--- src/etx_pkg.sv ---
`default_nettype none

package etx_pkg;

   //####################
   // Widths
   //####################
   localparam int PW      = 104;  // flat mesh packet
   localparam int AW      = 32;
   localparam int DW      = 32;
   localparam int WORD_W  = 64;   // one link word
   localparam int FRAME_W = 4;    // frame bit per byte pair
   localparam int ID_W    = 12;   // upper dstaddr bits

   //####################
   // Packet fields
   //####################
   localparam int WRITE_BIT    = 0;
   localparam int DATAMODE_LSB = 1;
   localparam int DATAMODE_W   = 2;
   localparam int CTRLMODE_LSB = 3;
   localparam int CTRLMODE_W   = 5;
   localparam int DSTADDR_LSB  = 8;
   localparam int DATA_LSB     = 40;
   localparam int SRCADDR_LSB  = 72;

   localparam logic [DATAMODE_W-1:0] DM_DOUBLE = 2'b11;  // 64-bit access

   // Frame nibbles, one bit per two bytes
   localparam logic [FRAME_W-1:0] FRAME_HEAD = 4'b0111;
   localparam logic [FRAME_W-1:0] FRAME_BODY = 4'b1111;

   // Address step between burst beats
   localparam logic [AW-1:0] BURST_STRIDE = 32'd8;

   // Engine states
   typedef enum logic [1:0] {
      IDLE  = 2'b00,
      START = 2'b01,  // header word
      ACK   = 2'b10,  // payload word
      BURST = 2'b11   // headerless payload beats
   } tx_state_t;

   // Top level defaults
   localparam int              DEFAULT_DEPTH = 4;
   localparam logic [ID_W-1:0] DEFAULT_ID    = 12'h810;

endpackage

`default_nettype wire

--- src/etx_fifo.sv ---
`timescale 1ns/1ps
`default_nettype none

module etx_fifo
   import etx_pkg::*;
#(
   parameter int DEPTH = 4
) (
   input  wire           clk,
   input  wire           nreset,
   input  wire           push,        // strobe from system side
   input  wire  [PW-1:0] packet_in,
   input  wire           pop,         // one cycle per packet
   output logic          full,        // doubles as system wait
   output logic          valid,
   output logic [PW-1:0] packet_out   // head of queue
);

   localparam int PTR_W = (DEPTH > 1) ? $clog2(DEPTH) : 1;
   localparam int CNT_W = $clog2(DEPTH + 1);

   logic [PW-1:0]    mem [DEPTH];
   logic [PTR_W-1:0] wr_ptr;
   logic [PTR_W-1:0] rd_ptr;
   logic [CNT_W-1:0] count;   // occupancy
   logic             do_push;
   logic             do_pop;

   // Circular increment for any depth
   function automatic logic [PTR_W-1:0] ptr_inc(input logic [PTR_W-1:0] p);
      if (p == PTR_W'(DEPTH - 1)) begin
         return '0;
      end
      return p + 1'b1;
   endfunction

   assign full       = (count == CNT_W'(DEPTH));
   assign valid      = (count != '0);
   assign do_push    = push & ~full;   // offers while full are lost
   assign do_pop     = pop & valid;
   assign packet_out = mem[rd_ptr];

   // Packet storage
   always_ff @(posedge clk) begin
      if (do_push) begin
         mem[wr_ptr] <= packet_in;
      end
   end

   // Pointers and count
   always_ff @(posedge clk) begin
      if (!nreset) begin
         wr_ptr <= '0;
         rd_ptr <= '0;
         count  <= '0;
      end else begin
         if (do_push) begin
            wr_ptr <= ptr_inc(wr_ptr);
         end
         if (do_pop) begin
            rd_ptr <= ptr_inc(rd_ptr);
         end
         case ({do_push, do_pop})
            2'b10:   count <= count + 1'b1;
            2'b01:   count <= count - 1'b1;
            default: count <= count;   // idle or push with pop
         endcase
      end
   end

endmodule

`default_nettype wire

--- src/etx_protocol.sv ---
`timescale 1ns/1ps
`default_nettype none

module etx_protocol
   import etx_pkg::*;
#(
   parameter logic [ID_W-1:0] ID = DEFAULT_ID
) (
   input  wire                clk,
   input  wire                nreset,
   // Queue head
   input  wire                q_valid,
   input  wire  [PW-1:0]      q_packet,
   output logic               q_pop,
   // Config
   input  wire                tx_enable,
   input  wire                burst_enable,
   input  wire                ctrlmode_bypass,
   input  wire  [3:0]         ctrlmode,
   // Remote side waits
   input  wire                txi_wr_wait,
   input  wire                txi_rd_wait,
   // To serializer
   output logic               word_valid,
   output logic [WORD_W-1:0]  word_data,
   output logic [FRAME_W-1:0] word_frame,
   input  wire                word_ready,
   // Status
   output logic               tx_access,
   output logic               tx_burst
);

   tx_state_t             state;
   logic                  beat_armed;    // burst beat on offer
   logic [PW-1:0]         tx_packet;     // last packet handed over
   logic [PW-1:0]         cur_packet;    // head with override
   logic [PW-1:0]         pay_packet;
   logic [CTRLMODE_W-1:0] cur_ctrlmode;

   // Head fields
   logic                  h_write;
   logic [DATAMODE_W-1:0] h_datamode;
   logic [CTRLMODE_W-1:0] h_ctrlmode;
   logic [AW-1:0]         h_dstaddr;
   // In-flight fields
   logic                  t_write;
   logic [DATAMODE_W-1:0] t_datamode;
   logic [CTRLMODE_W-1:0] t_ctrlmode;
   logic [AW-1:0]         t_dstaddr;
   // Payload fields
   logic [DW-1:0]         p_data;
   logic [AW-1:0]         p_srcaddr;

   logic                  remote_wait;
   logic                  local_hit;
   logic                  head_ok;
   logic                  sent_match;
   logic                  head_match;
   logic                  addr_match;
   logic                  burst_go;
   logic                  burst_flag;
   logic                  pop_on_xfer;
   logic                  drop;
   logic [WORD_W-1:0]     head_word;
   logic [WORD_W-1:0]     pay_word;

   //####################
   // Field slicing
   //####################
   assign h_write    = q_packet[WRITE_BIT];
   assign h_datamode = q_packet[DATAMODE_LSB +: DATAMODE_W];
   assign h_ctrlmode = q_packet[CTRLMODE_LSB +: CTRLMODE_W];
   assign h_dstaddr  = q_packet[DSTADDR_LSB +: AW];

   assign t_write    = tx_packet[WRITE_BIT];
   assign t_datamode = tx_packet[DATAMODE_LSB +: DATAMODE_W];
   assign t_ctrlmode = tx_packet[CTRLMODE_LSB +: CTRLMODE_W];
   assign t_dstaddr  = tx_packet[DSTADDR_LSB +: AW];

   // Override replaces low ctrlmode bits and clears bit 4
   assign cur_ctrlmode = ctrlmode_bypass ? {1'b0, ctrlmode} : h_ctrlmode;

   always_comb begin
      cur_packet = q_packet;
      cur_packet[CTRLMODE_LSB +: CTRLMODE_W] = cur_ctrlmode;
   end

   // Held packet while the head already moved on
   always_ff @(posedge clk) begin
      if (pop_on_xfer && word_ready) begin
         tx_packet <= cur_packet;
      end
   end

   //####################
   // Eligibility & burst
   //####################
   assign remote_wait = txi_wr_wait | txi_rd_wait;
   assign local_hit   = q_valid & (h_dstaddr[AW-1 -: ID_W] == ID);   // own register space
   assign head_ok     = q_valid & tx_enable & ~remote_wait & ~local_hit;

   assign sent_match = t_write & (t_datamode == DM_DOUBLE) & (t_ctrlmode[3:0] == 4'b0000);
   assign head_match = h_write & (h_datamode == DM_DOUBLE) & (cur_ctrlmode[3:0] == 4'b0000);
   assign addr_match = ((t_dstaddr + BURST_STRIDE) == h_dstaddr);
   assign burst_go   = burst_enable & sent_match & head_match & addr_match & head_ok;
   assign burst_flag = burst_enable & head_match;   // header may open a burst

   //####################
   // State machine
   //####################
   always_ff @(posedge clk) begin
      if (!nreset) begin
         state      <= IDLE;
         beat_armed <= 1'b0;
      end else begin
         case (state)
            IDLE: begin
               if (head_ok) begin
                  state <= START;
               end
            end
            START: begin
               if (word_ready) begin
                  state <= ACK;
               end
            end
            ACK: begin
               if (word_ready) begin
                  if (burst_go) begin
                     state      <= BURST;
                     beat_armed <= 1'b1;
                  end else if (head_ok) begin
                     state <= START;
                  end else begin
                     state <= IDLE;
                  end
               end
            end
            BURST: begin
               if (beat_armed) begin
                  if (word_ready) begin
                     beat_armed <= 1'b0;   // check next head one cycle later
                  end
               end else if (burst_go) begin
                  beat_armed <= 1'b1;
               end else if (head_ok) begin
                  state <= START;
               end else begin
                  state <= IDLE;
               end
            end
            default: state <= IDLE;
         endcase
      end
   end

   //####################
   // Link words
   //####################
   assign pay_packet = (state == ACK) ? tx_packet : cur_packet;
   assign p_data     = pay_packet[DATA_LSB +: DW];
   assign p_srcaddr  = pay_packet[SRCADDR_LSB +: AW];

   assign head_word = {h_dstaddr[11:0], h_datamode, h_write, 1'b1,
                       h_dstaddr[27:12],
                       ~h_write, 5'b00000, burst_flag, 1'b0,
                       cur_ctrlmode[3:0], h_dstaddr[31:28],
                       16'h0000};
   assign pay_word  = {p_srcaddr[15:0], p_srcaddr[31:16], p_data[15:0], p_data[31:16]};

   assign pop_on_xfer = (state == START) | ((state == BURST) & beat_armed);
   assign drop        = (state == IDLE) & local_hit & tx_enable;   // no word for it

   assign word_valid = pop_on_xfer | (state == ACK);
   assign word_data  = (state == START) ? head_word : pay_word;
   assign word_frame = !word_valid      ? '0 :
                       (state == START) ? FRAME_HEAD :
                                          FRAME_BODY;

   assign q_pop     = (pop_on_xfer & word_ready) | drop;
   assign tx_access = word_valid & word_ready;
   assign tx_burst  = (state == BURST);

endmodule

`default_nettype wire

--- src/etx_serializer.sv ---
`timescale 1ns/1ps
`default_nettype none

module etx_serializer
   import etx_pkg::*;
(
   input  wire                clk,
   input  wire                nreset,
   input  wire                word_valid,
   input  wire  [WORD_W-1:0]  word_data,
   input  wire  [FRAME_W-1:0] word_frame,
   output logic               word_ready,
   output logic [7:0]         txo_data,
   output logic               txo_frame
);

   logic [WORD_W-1:0]  shift_reg;   // MSB byte goes out first
   logic [FRAME_W-1:0] frame_nib;
   logic [2:0]         byte_cnt;    // byte on the wire
   logic               busy;
   logic               last_byte;
   logic               load;

   assign last_byte  = busy & (byte_cnt == 3'd7);
   assign word_ready = ~busy | last_byte;   // next word follows with no gap
   assign load       = word_valid & word_ready;

   //####################
   // Shift path
   //####################
   always_ff @(posedge clk) begin
      if (load) begin
         shift_reg <= word_data;
         frame_nib <= word_frame;
      end else if (busy) begin
         shift_reg <= {shift_reg[WORD_W-9:0], 8'h00};
      end
   end

   //####################
   // Byte counter
   //####################
   always_ff @(posedge clk) begin
      if (!nreset) begin
         busy     <= 1'b0;
         byte_cnt <= 3'd0;
      end else if (load) begin
         busy     <= 1'b1;
         byte_cnt <= 3'd0;
      end else if (busy) begin
         byte_cnt <= byte_cnt + 3'd1;
         if (last_byte) begin
            busy <= 1'b0;   // drained
         end
      end
   end

   // Frame bit steps down the nibble every two bytes
   always_comb begin
      if (busy) begin
         txo_data  = shift_reg[WORD_W-1 -: 8];
         txo_frame = frame_nib[2'd3 - byte_cnt[2:1]];
      end else begin
         txo_data  = 8'h00;
         txo_frame = 1'b0;
      end
   end

endmodule

`default_nettype wire

--- src/etx_top.sv ---
`timescale 1ns/1ps
`default_nettype none

module etx_top
   import etx_pkg::*;
#(
   parameter int              DEPTH = DEFAULT_DEPTH,
   parameter logic [ID_W-1:0] ID    = DEFAULT_ID
) (
   input  wire           clk,
   input  wire           nreset,
   // System side
   input  wire           etx_access,
   input  wire  [PW-1:0] etx_packet,
   output logic          etx_wait,        // queue full
   // Config
   input  wire           tx_enable,
   input  wire           burst_enable,
   input  wire           ctrlmode_bypass,
   input  wire  [3:0]    ctrlmode,
   // Remote side
   input  wire           txi_wr_wait,
   input  wire           txi_rd_wait,
   output logic [7:0]    txo_data,
   output logic          txo_frame,
   // Status
   output logic          tx_access,
   output logic          tx_burst
);

   // Queue to engine
   logic               q_valid;
   logic [PW-1:0]      q_packet;
   logic               q_pop;
   // Engine to serializer
   logic               word_valid;
   logic [WORD_W-1:0]  word_data;
   logic [FRAME_W-1:0] word_frame;
   logic               word_ready;

   etx_fifo #(.DEPTH(DEPTH)) u_fifo (
      .clk        (clk),
      .nreset     (nreset),
      .push       (etx_access),
      .packet_in  (etx_packet),
      .pop        (q_pop),
      .full       (etx_wait),
      .valid      (q_valid),
      .packet_out (q_packet)
   );

   etx_protocol #(.ID(ID)) u_protocol (
      .clk             (clk),
      .nreset          (nreset),
      .q_valid         (q_valid),
      .q_packet        (q_packet),
      .q_pop           (q_pop),
      .tx_enable       (tx_enable),
      .burst_enable    (burst_enable),
      .ctrlmode_bypass (ctrlmode_bypass),
      .ctrlmode        (ctrlmode),
      .txi_wr_wait     (txi_wr_wait),
      .txi_rd_wait     (txi_rd_wait),
      .word_valid      (word_valid),
      .word_data       (word_data),
      .word_frame      (word_frame),
      .word_ready      (word_ready),
      .tx_access       (tx_access),
      .tx_burst        (tx_burst)
   );

   etx_serializer u_serializer (
      .clk        (clk),
      .nreset     (nreset),
      .word_valid (word_valid),
      .word_data  (word_data),
      .word_frame (word_frame),
      .word_ready (word_ready),
      .txo_data   (txo_data),
      .txo_frame  (txo_frame)
   );

endmodule

`default_nettype wire

--- config.mk ---
export PLATFORM = sky130hd
export DESIGN_NAME = etx_top
export DESIGN_NICKNAME = d
export VERILOG_FILES = /design/src/etx_pkg.sv /design/src/etx_fifo.sv /design/src/etx_protocol.sv /design/src/etx_serializer.sv /design/src/etx_top.sv
export SDC_FILE = /design/constraint.sdc
export NUM_CORES = 1
export LEC_CHECK = 0
export BUFFER_PORTS_ARGS = -buffer_cell sky130_fd_sc_hd__buf_2
export CORE_MARGIN = 4
export CORE_UTILIZATION = 40
export CTS_BUF_LIST = sky130_fd_sc_hd__clkbuf_4 sky130_fd_sc_hd__clkbuf_8 sky130_fd_sc_hd__clkbuf_16
export CTS_CLUSTER_DIAMETER = 120
export DETAILED_ROUTE_END_ITERATION = 8
export SLEW_MARGIN = 20
export SYNTH_ARGS = -nofsm -noshare
export SYNTH_HDL_FRONTEND = slang
export SYNTH_SLANG_ARGS = --single-unit
--- constraint.sdc ---
create_clock -name clk -period 7.5 [get_ports clk]
set_input_delay 0.375 -clock clk [delete_from_list [all_inputs] [get_ports clk]]
set_output_delay 0.375 -clock clk [all_outputs]
set_load 0.01 [all_outputs]
== Word level (Yosys, flattened, before mapping) ==
Memory sizes are Yosys's and may differ from the RTL's. A register that Yosys moved wholly into a read port is not among the register bits.
Cells that the tools add are included.
Storage, ports and cells
  register bits: 186
  memories kept: 1
  RAM bits: 416
  logic and storage cells: 123
Memory list
  u_fifo.mem: depth 4, bits a word 104, read ports 1, clocked after Yosys merged registers in 1, wr ports 1, line etx_fifo.sv:22  | logic [PW-1:0] mem [DEPTH];
Cells by class
  mux-type cells: 42
  eq/ne operators: 19
  reductions and logical operators: 11
  $lt $le $gt $ge: 1
  add/subtract/negate cells: 7
  bitwise operators: 32
Operators by type and width (count)
  two-way mux 64 bit: 3
  two-way mux 104 bit: 1
  adder 32 x 4 -> 32 bit, second input constant: 1
  == test 32 bit: 1
  two-way mux 2 bit: 12
  bitwise AND 1 bit: 21
  two-way mux 1 bit: 19
  == test 2 bit, second input constant: 7
  == test 12 bit, second input constant: 1
  zero test 4 bit: 2
  two-way mux 8 bit: 1
  inequality test 2 x 1 -> 1 bit, second input constant: 4
  one-hot mux 2 bit (4 select lines): 1
  adder 3 x 1 -> 3 bit, second input constant: 2
  == test 3 bit, second input constant: 2
  inverter 1 bit: 6
  one-hot mux 3 bit (2 select lines): 1
  nonzero test 2 bit: 3
  two-way mux 5 bit: 1
  bitwise OR 1 bit: 5
  AND reduction 5 bit: 1
  adder 2 x 1 -> 2 bit, second input constant: 2
  == test 2 x 1 -> 1 bit, second input constant: 2
  two-way mux 4 bit: 1
  other kinds (11): 12

== Depth between registers and ports, before layout ==
Gate-level depths: netlist of run 1.
  word-level depth: 11
  gate-level depth with buffers: 15

== Hierarchy ==
A second synthesis of run 1 with hierarchy kept.
Unflattened totals
  cell total of the unflattened synthesis: 1340
  area total of the unflattened synthesis: 25136.6 um^2
Modules (own cells, without submodules)
  etx_fifo: sequential area each 12672.2 um^2, times used 1, area each 15513.6 um^2, cells an instance 600
  etx_protocol: sequential area each 3153.0 um^2, times used 1, area each 6269.8 um^2, cells an instance 571
  etx_serializer: sequential area each 2122.0 um^2, times used 1, area each 3353.2 um^2, cells an instance 169

== Least setup slack after synthesis of run 1 ==
Ideal clock, no wire load.
  path type: reg-to-reg
  start point: register u_serializer.byte_cnt[1]
  end point: register u_fifo.count[2]
  clock period less this slack: 8.296 ns
  arrival: 8.220 ns
  setup time: 0.076 ns
  required time: 7.424 ns
  buffers on the path: 1
  path slack: -0.796 ns
  stages on the path, launching flop included: 15
  path through: dfxtp_1 > ha_1 > ha_1 > nand2b_1 > clkbuf_1 > nand2_1 > a21oi_1 > o21bai_1 > inv_1 > ha_1 > inv_1 > fa_1 > xor2_1 > or3_1 > a21boi_0
Between the ends
  cells in the longest elaborated chain, start to end: 8
  elaborated cells on any way between the ends: 10
  classes of those cells: eq/ne (3); mux (1); bitwise (5); reduce/logical (1)
Ends and longest elaborated chain
  start: declaration: line etx_serializer.sv:19  | logic [2:0] byte_cnt;
  start signal: assignment: line etx_serializer.sv:51  | byte_cnt <= byte_cnt + 3'd1;
  == test 3 bit *: line etx_serializer.sv:24  | assign last_byte = busy & (byte_cnt == 3'd7);
  bitwise AND 1 bit *: line etx_serializer.sv:24
  bitwise OR 1 bit *: line etx_serializer.sv:25  | assign word_ready = ~busy | last_byte;
  bitwise AND 1 bit *: line etx_protocol.sv:180  | assign q_pop = (pop_on_xfer & word_ready) | drop;
  bitwise OR 1 bit *: line etx_protocol.sv:180
  bitwise AND 1 bit *: line etx_fifo.sv:40  | assign do_pop = pop & valid;
  via u_fifo.do_pop: line etx_fifo.sv:27  | logic do_pop;
  == test 2 x 1 -> 1 bit or == test 2 bit (tied branches): line etx_fifo.sv:63  | case ({do_push, do_pop})
  one-hot mux 3 bit (2 select lines) or nonzero test 2 bit (tied branches)
  end signal: assignment: line etx_fifo.sv:64  | 2'b10: count <= count + 1'b1;
  end signal: assignment: line etx_fifo.sv:65  | 2'b01: count <= count - 1'b1;
  end signal: assignment: line etx_fifo.sv:66  | default: count <= count;
  end: declaration: line etx_fifo.sv:25  | logic [CNT_W-1:0] count;
Mark *: on every way through the listed nets, which the timed path passes. The rest lies on a longest branch.
A chain may end at the register's enable or synchronous reset.

==> results.tsv, run 1 <==
metric	value	unit
status	completed	
commonest non-fill, non-tap cells in the layout	edfxtp_1 (581), nand2_1 (181), o21ai_0 (147)	
adder-cell share of the synthesized area	0.547	%
FF+latch count, synth	597	
GRT met2 Usage	25.6	%
post-synthesis mux area share	10.7	%
CP max-delay cell	mux4_2	
PD cells	257	mW/mm^2
cells after synthesis	1476	
Setup violations, final	0	
DRT iter0 DRCs	1239	
Post-Synth XOR/XNOR Area	1.51	%
final critical-path share of the clock period	53.6	%
Starting Density	40.3	%
number of distinct library cells after synthesis	63	
highest clock rate	249	MHz
post-DP HPWL	33200	microns
Worst Setup End Kind	register	
synthesis-to-finish area growth	18.5	%
first-pass GRT wire length	80100	microns
Min-Delay Path Depth	2	
crit path time final	4020	ps
Synth Area in Simple Gates	7.20	%
GR Util All Layers	16.1	%
global routing's busiest layer	met2	
max reg flops	412	
commonest non-fill, non-tap cell in the layout	edfxtp_1	
pin count of the biggest net entering global routing	84	
Synthesized Nets	1602	
critical path, cell by cell	buf_4, mux4_2, nor4b_1, nand4_1, nor2_1, o21bai_1, inv_1, ha_1, inv_1, fa_1, xor2_1, or3_1, a21boi_0	
die area	0.0646	sq mm
GPL Wtd Cong	0.853	
IO Count	128	
Root Buffer	clkbuf_16	
Die X	254	microns
Post-synth EDFFs	581	
Port Buffers	126	
Arr. time, crit path	4570	ps
Routed Antenna Nets	0	
nets	1834	
TritonRoute pass-1 iters	5	
Hold WS	113	ps
Longest Clk Path Bufs	3	
Worst Max-Slew Pin Slew	913	ps
largest family of logic cells by synthesized area	multiplexers	
CP max FO	28	
ys flop type	edfxtp_1	
clk slew on worst S/H paths	60	ps
post-synthesis sequential area ratio	73.2	%
CTS Buf Count	59	
Ys Warns	0	
R2R Setup Slk	3480	ps
vias per inst	5.22	
routed length per placed instance	20.5	microns
# rows	90	
DRC	0	
Hold Path End	u_serializer.busy	
Leak	9.51	nW
CTS tree	built	
GRT Residual Overflow	0	
share of layout cells above drive strength 1	20.9	%
compound-cell area share of the yosys netlist	5.06	%
fin. max-slew vios	0	
met3 Use GR	2.40	%
total power	7.37	mW
vias	13275	
Setup TNS Final	0	ps
CTS Sinks	597	
final hold vios	0	
Core Region	0.0602	sq mm
Die H	254	microns
R2R depth	13	
Setup CP Type	reg -> reg	
max_cap viols	0	
htree depth	2	
Worst slew margin	39.1	%
Max rail drop VDD	0.000217	V
most frequent CP cell	inv_1	
HP Class	in -> reg	
skew final	26.2	ps
Worst setup SP type	register	
synthesized cell area	0.0243	sq mm
GRT met1 Usage	23.8	%
antenna violations before repair	2	
largest stage delay on the critical path	680	ps
unrepaired setup endpoints after global routing	no	
Avg Inst Size Synth	16.4	sq um
Worst Path Required	8050	ps
Total Routed Length	52100	microns
vias in the first global route	13264	
min-delay src	nreset	
asr flop ratio synth	0	%
later-pin clock latency in the skew report	640	ps
Worst R2R End	u_fifo.count[2]	
[cells by family (layout without fill, tap and decap cells)]
family                     Yosys count  count (layout)
muxes                              132             132
xor gates and xnor gates            37              37
AOI/OAI and AO/OA                  218             218
and+or+nand+nor                    388             388
other                                0               2
adders and majority gates           10              10
buffers and inverters               94             376
DFF                                597             597
[per-stage QoR]
stage	util, %	std cells	cell area (sq um)	worst slack (ps)
global route	47.7	2541	28700	3080
CTS	47.7	2540	28700	3420
global placement	42.6	2326	25700	3470
finish	47.7	2542	28700	3480
floorplan	-	1476	24300	1690
detailed placement	42.6	2326	25700	3440
[layer usage]
| metal | share of wire [%] | vias up |
|---|---|---|
| met3 | 5.3 | 79 |
| met5 | 0 | - |
| li1 | - | 6183 |
| met1 | 45 | 6686 |
| met4 | 2.0 | 0 |
| met2 | 47 | 327 |
[cell type report]
type / count / area (sq um)
multi-input cells: 785 / 6100
flip-flops and latches: 597 / 17800
fillers: 5085 / 31500
diodes: 2 / 5.00
clock buffers: 72 / 1590
clock inverters: 39 / 415
repair buffers: 247 / 1800
well taps: 782 / 978
inverters: 18 / 67.6
[worst max-delay path, delay by kind of cell (launching register included)]
family / cells / cell delay [ps]
buf+inv: 3 / 740
fa+ha+maj: 2 / 580
mux: 1 / 680
flops: 1 / 520
simple gates: 4 / 970
xor+xnor: 1 / 160
compound gates: 2 / 280
[where the power goes]
group | internal, mW | switching (mW) | leakage (nW)
sequential | 3.84 | 0.0412 | 5.44
combinational | 0.195 | 0.304 | 3.09
clock | 1.73 | 1.26 | 0.975
total | 5.76 | 1.61 | 9.51
[how the worst max path moves through the flow]
stage / startpoint / to / slack (ps) / depth (start not counted)
global route: register / u_fifo.count[2] / 3080 / 13
finish: register / u_fifo.count[2] / 3480 / 13
global placement: register / u_fifo.count[2] / 3470 / 13
floorplan: u_serializer.byte_cnt[1] / u_fifo.count[2] / 1690 / 14
detailed placement: register / u_fifo.count[2] / 3440 / 13
CTS: register / u_fifo.count[2] / 3420 / 13
[synth_stat cells, types with 3 or more instances]
library cell  count  share of area, %
clkbuf_1         49              0.76
edfxtp_1        581                72
nor2b_1           8              0.21
and4_1            3              0.11
buf_2            14              0.29
xnor2_1          21              0.76
nor4b_1           4              0.14
a21oi_1          24              0.50
o21ai_0         147               3.0
a21boi_0          5              0.15
mux2i_1          20              0.83
mux4_2           96               8.9
dfxtp_1          16               1.3
o31ai_1           5              0.15
nor2_1          102               1.6
nand2b_1          7              0.18
nand3_1          14              0.29
mux4_1            4              0.43
xnor3_1           3              0.28
xor2_1           13              0.47
nor3_1           11              0.23
a22oi_1           9              0.28
o211ai_1          3             0.093
ha_1              9              0.46
mux2_2           12              0.56
buf_1             7              0.11
buf_6             3              0.14
inv_1            18              0.28
a31oi_1           4              0.10
nor4_1            4              0.10
nand2_1         182               2.8
and2_1           16              0.41
and3_1            4              0.10
nand4_1          18              0.46
[repair_timing]
item                                   4_1_cts  5_1_grt
setup buffers                                0        0
hold buffers                               103        0
endpoints found under the hold margin      412        0
resized for setup                            0        0
(Power assumes the default switching activity.)
==> run 2: changes to the inputs <==
Clock period 7.5 ns to 3.6 ns, I/O delays scaled along.
==> run 2 against run 1 <==
  * Power is 110% higher
  * Non-clock buffer count rose by 20
  * Die area stayed put
  * Critical path depth is 1 lower
  * Fmax rose by 18%
  * Clock skew shrank 7.0 ps
==> results.tsv, run 2 (same netlist as run 1, synthesis figures left out) <==
metric	value	unit	change
status	completed		
CTS Buf Count	60		+1.7%
CP max FO	13		-54%
later-pin clock latency in the skew report	610	ps	-30 ps
vias	13445		+1.3%
skew final	19.2	ps	-7.02 ps
nets	1855		+1.1%
Max rail drop VDD	0.000378	V	+74%
critical path, cell by cell	mux4_1, nor4b_1, nand4_1, nor2_1, o21bai_1, inv_1, ha_4, inv_2, fa_2, xor2_1, or3_1, a21boi_1		
Hold WS	48.5	ps	-64.5 ps
Leak	9.65	nW	+1.5%
synthesis-to-finish area growth	19.7	%	
max_cap viols	0		unchanged
pin count of the biggest net entering global routing	104		+24%
routed length per placed instance	21.3	microns	+3.8%
crit path time final	3390	ps	-627 ps
CP max-delay cell	mux4_1		
unrepaired setup endpoints after global routing	no		
first-pass GRT wire length	82700	microns	+3.2%
largest stage delay on the critical path	630	ps	-50 ps
R2R depth	12		-1
DP Area	0.0260	sq mm	+1.0%
Setup CP Type	reg -> reg		
# rows	90		unchanged
final cell count without fillers	2559		+0.67%
GPL Wtd Cong	0.831		-2.6%
final hold vios	0		unchanged
Worst slew margin	36.1	%	-3.0 points
Hold Path End	u_protocol.tx_packet[5]		
design area	0.0290	sq mm	+1.1%
Routed Antenna Nets	0		unchanged
vias in the first global route	13585		+2.4%
DRT iter0 DRCs	1009		-19%
Worst Path Required	4140	ps	-3910 ps
R2R Setup Slk	210	ps	-3270 ps
antenna violations before repair	1		-1
die area	0.0646	sq mm	unchanged
GRT Residual Overflow	0		unchanged
Worst setup SP type	register		
dpl ws	226	ps	-3210 ps
Core Region	0.0602	sq mm	unchanged
Arr. time, crit path	3940	ps	-630 ps
post-DP HPWL	34200	microns	+3.3%
vias per inst	5.25		+0.61%
placed insts	2344		+0.77%
GRT met1 Usage	23.1	%	-0.66 points
CTS tree	built		
commonest non-fill, non-tap cell in the layout	edfxtp_1		
TritonRoute pass-1 iters	7		+2
share of layout cells above drive strength 1	22.1	%	+1.2 points
htree depth	2		unchanged
Root Buffer	clkbuf_16		
Total Routed Length	54400	microns	+4.5%
Port Buffers	126		unchanged
min-delay src	ctrlmode_bypass		
GR Util All Layers	16.8	%	+0.64 points
max reg flops	412		unchanged
Final WS setup	206	ps	-3270 ps
Worst Max-Slew Pin Slew	945	ps	+32.3 ps
fin. max-slew vios	0		unchanged
fillcell total	5079		-0.12%
clk slew on worst S/H paths	60	ps	about the same
DRC	0		unchanged
HP Class	in -> reg		
Min-Delay Path Depth	2		unchanged
Die X	254	microns	unchanged
CTS Sinks	597		unchanged
Starting Density	40.3	%	unchanged
Die H	254	microns	unchanged
Worst R2R End	u_fifo.count[2]		
fin util	48.2	%	+0.51 points
IO Count	128		unchanged
final critical-path share of the clock period	94.3	%	+41 points
Setup violations, final	0		unchanged
Longest Clk Path Bufs	3		unchanged
GRT met2 Usage	27.9	%	+2.3 points
highest clock rate	295	MHz	+18%
global routing's busiest layer	met2		
Antenna diodes	0		-2
met3 Use GR	2.68	%	+0.29 points
Worst Setup End Kind	register		
commonest non-fill, non-tap cells in the layout	edfxtp_1 (581), nand2_1 (180), o21ai_0 (146)		
PD cells	536	mW/mm^2	+110%
run 2: cell count changes in the layout (fill, tap and decap cells not counted), sizes merged:
| cell | change |
|---|---|
| buf | +18 |
| clkinv | +4 |
| clkinvlp | -2 |
| dlygate4sd3 | +2 |
| clkbuf | -7 |
| diode | -2 |
| bufinv | +4 |
run 2: critical path, delay by kind of cell (launching register included):
kind | cells | cell delay (ps)
compound gates | 2 | 260
fa+ha+maj | 2 | 500
flops | 1 | 510
buf+inv | 2 | 180
xor+xnor | 1 | 160
mux | 1 | 630
simple gates | 4 | 1070
run 2: cell type report:
class                      instances  area (sq um)  area share, %
clock inverter                    45           492           1.69
sequential                       597         17800           61.2
timing repair buffer             267          2030           6.99
inverter                          18          67.6          0.233
clock buffer                      65          1540           5.30
multi-input combinational        785          6150           21.2
tap                              782           978           3.37
run 2: through the flow:
stage,power [mW],TNS [ps]
floorplan,8.80,-1170
global placement,9.21,0
detailed placement,9.24,0
CTS,15.7,0
global route,16.1,0
finish,15.6,0
run 2: power breakdown:
| group | internal (mW) | leakage (nW) | switching, mW |
|---|---|---|---|
| logic | 0.434 | 3.21 | 0.660 |
| clock network | 3.79 | 0.996 | 2.59 |
| registers | 7.99 | 5.45 | 0.0903 |
run 2: timing repair:
item,CTS,global route
hold buffers,105,0
setup buffers,0,0
hold endpoints to repair,429,0
setup endpoints to repair,0,1
resized for setup,0,1
run 2: how the worst max path moves through the flow:
stage	start	endpoint	cells after the start
finish	register	u_fifo.count[2]	12
global route	register	u_fifo.count[2]	14
CTS	register	u_fifo.count[2]	12
detailed placement	register	u_fifo.count[2]	12
global placement	register	u_protocol.beat_armed	9
floorplan	u_serializer.byte_cnt[0]	u_fifo.count[2]	14
run 2: routing by layer:
metal,vias to the layer above,routed length (microns)
li1,6222,-
met1,6830,24000
met4,0,1530
met3,85,2290
met5,-,0
met2,308,26600
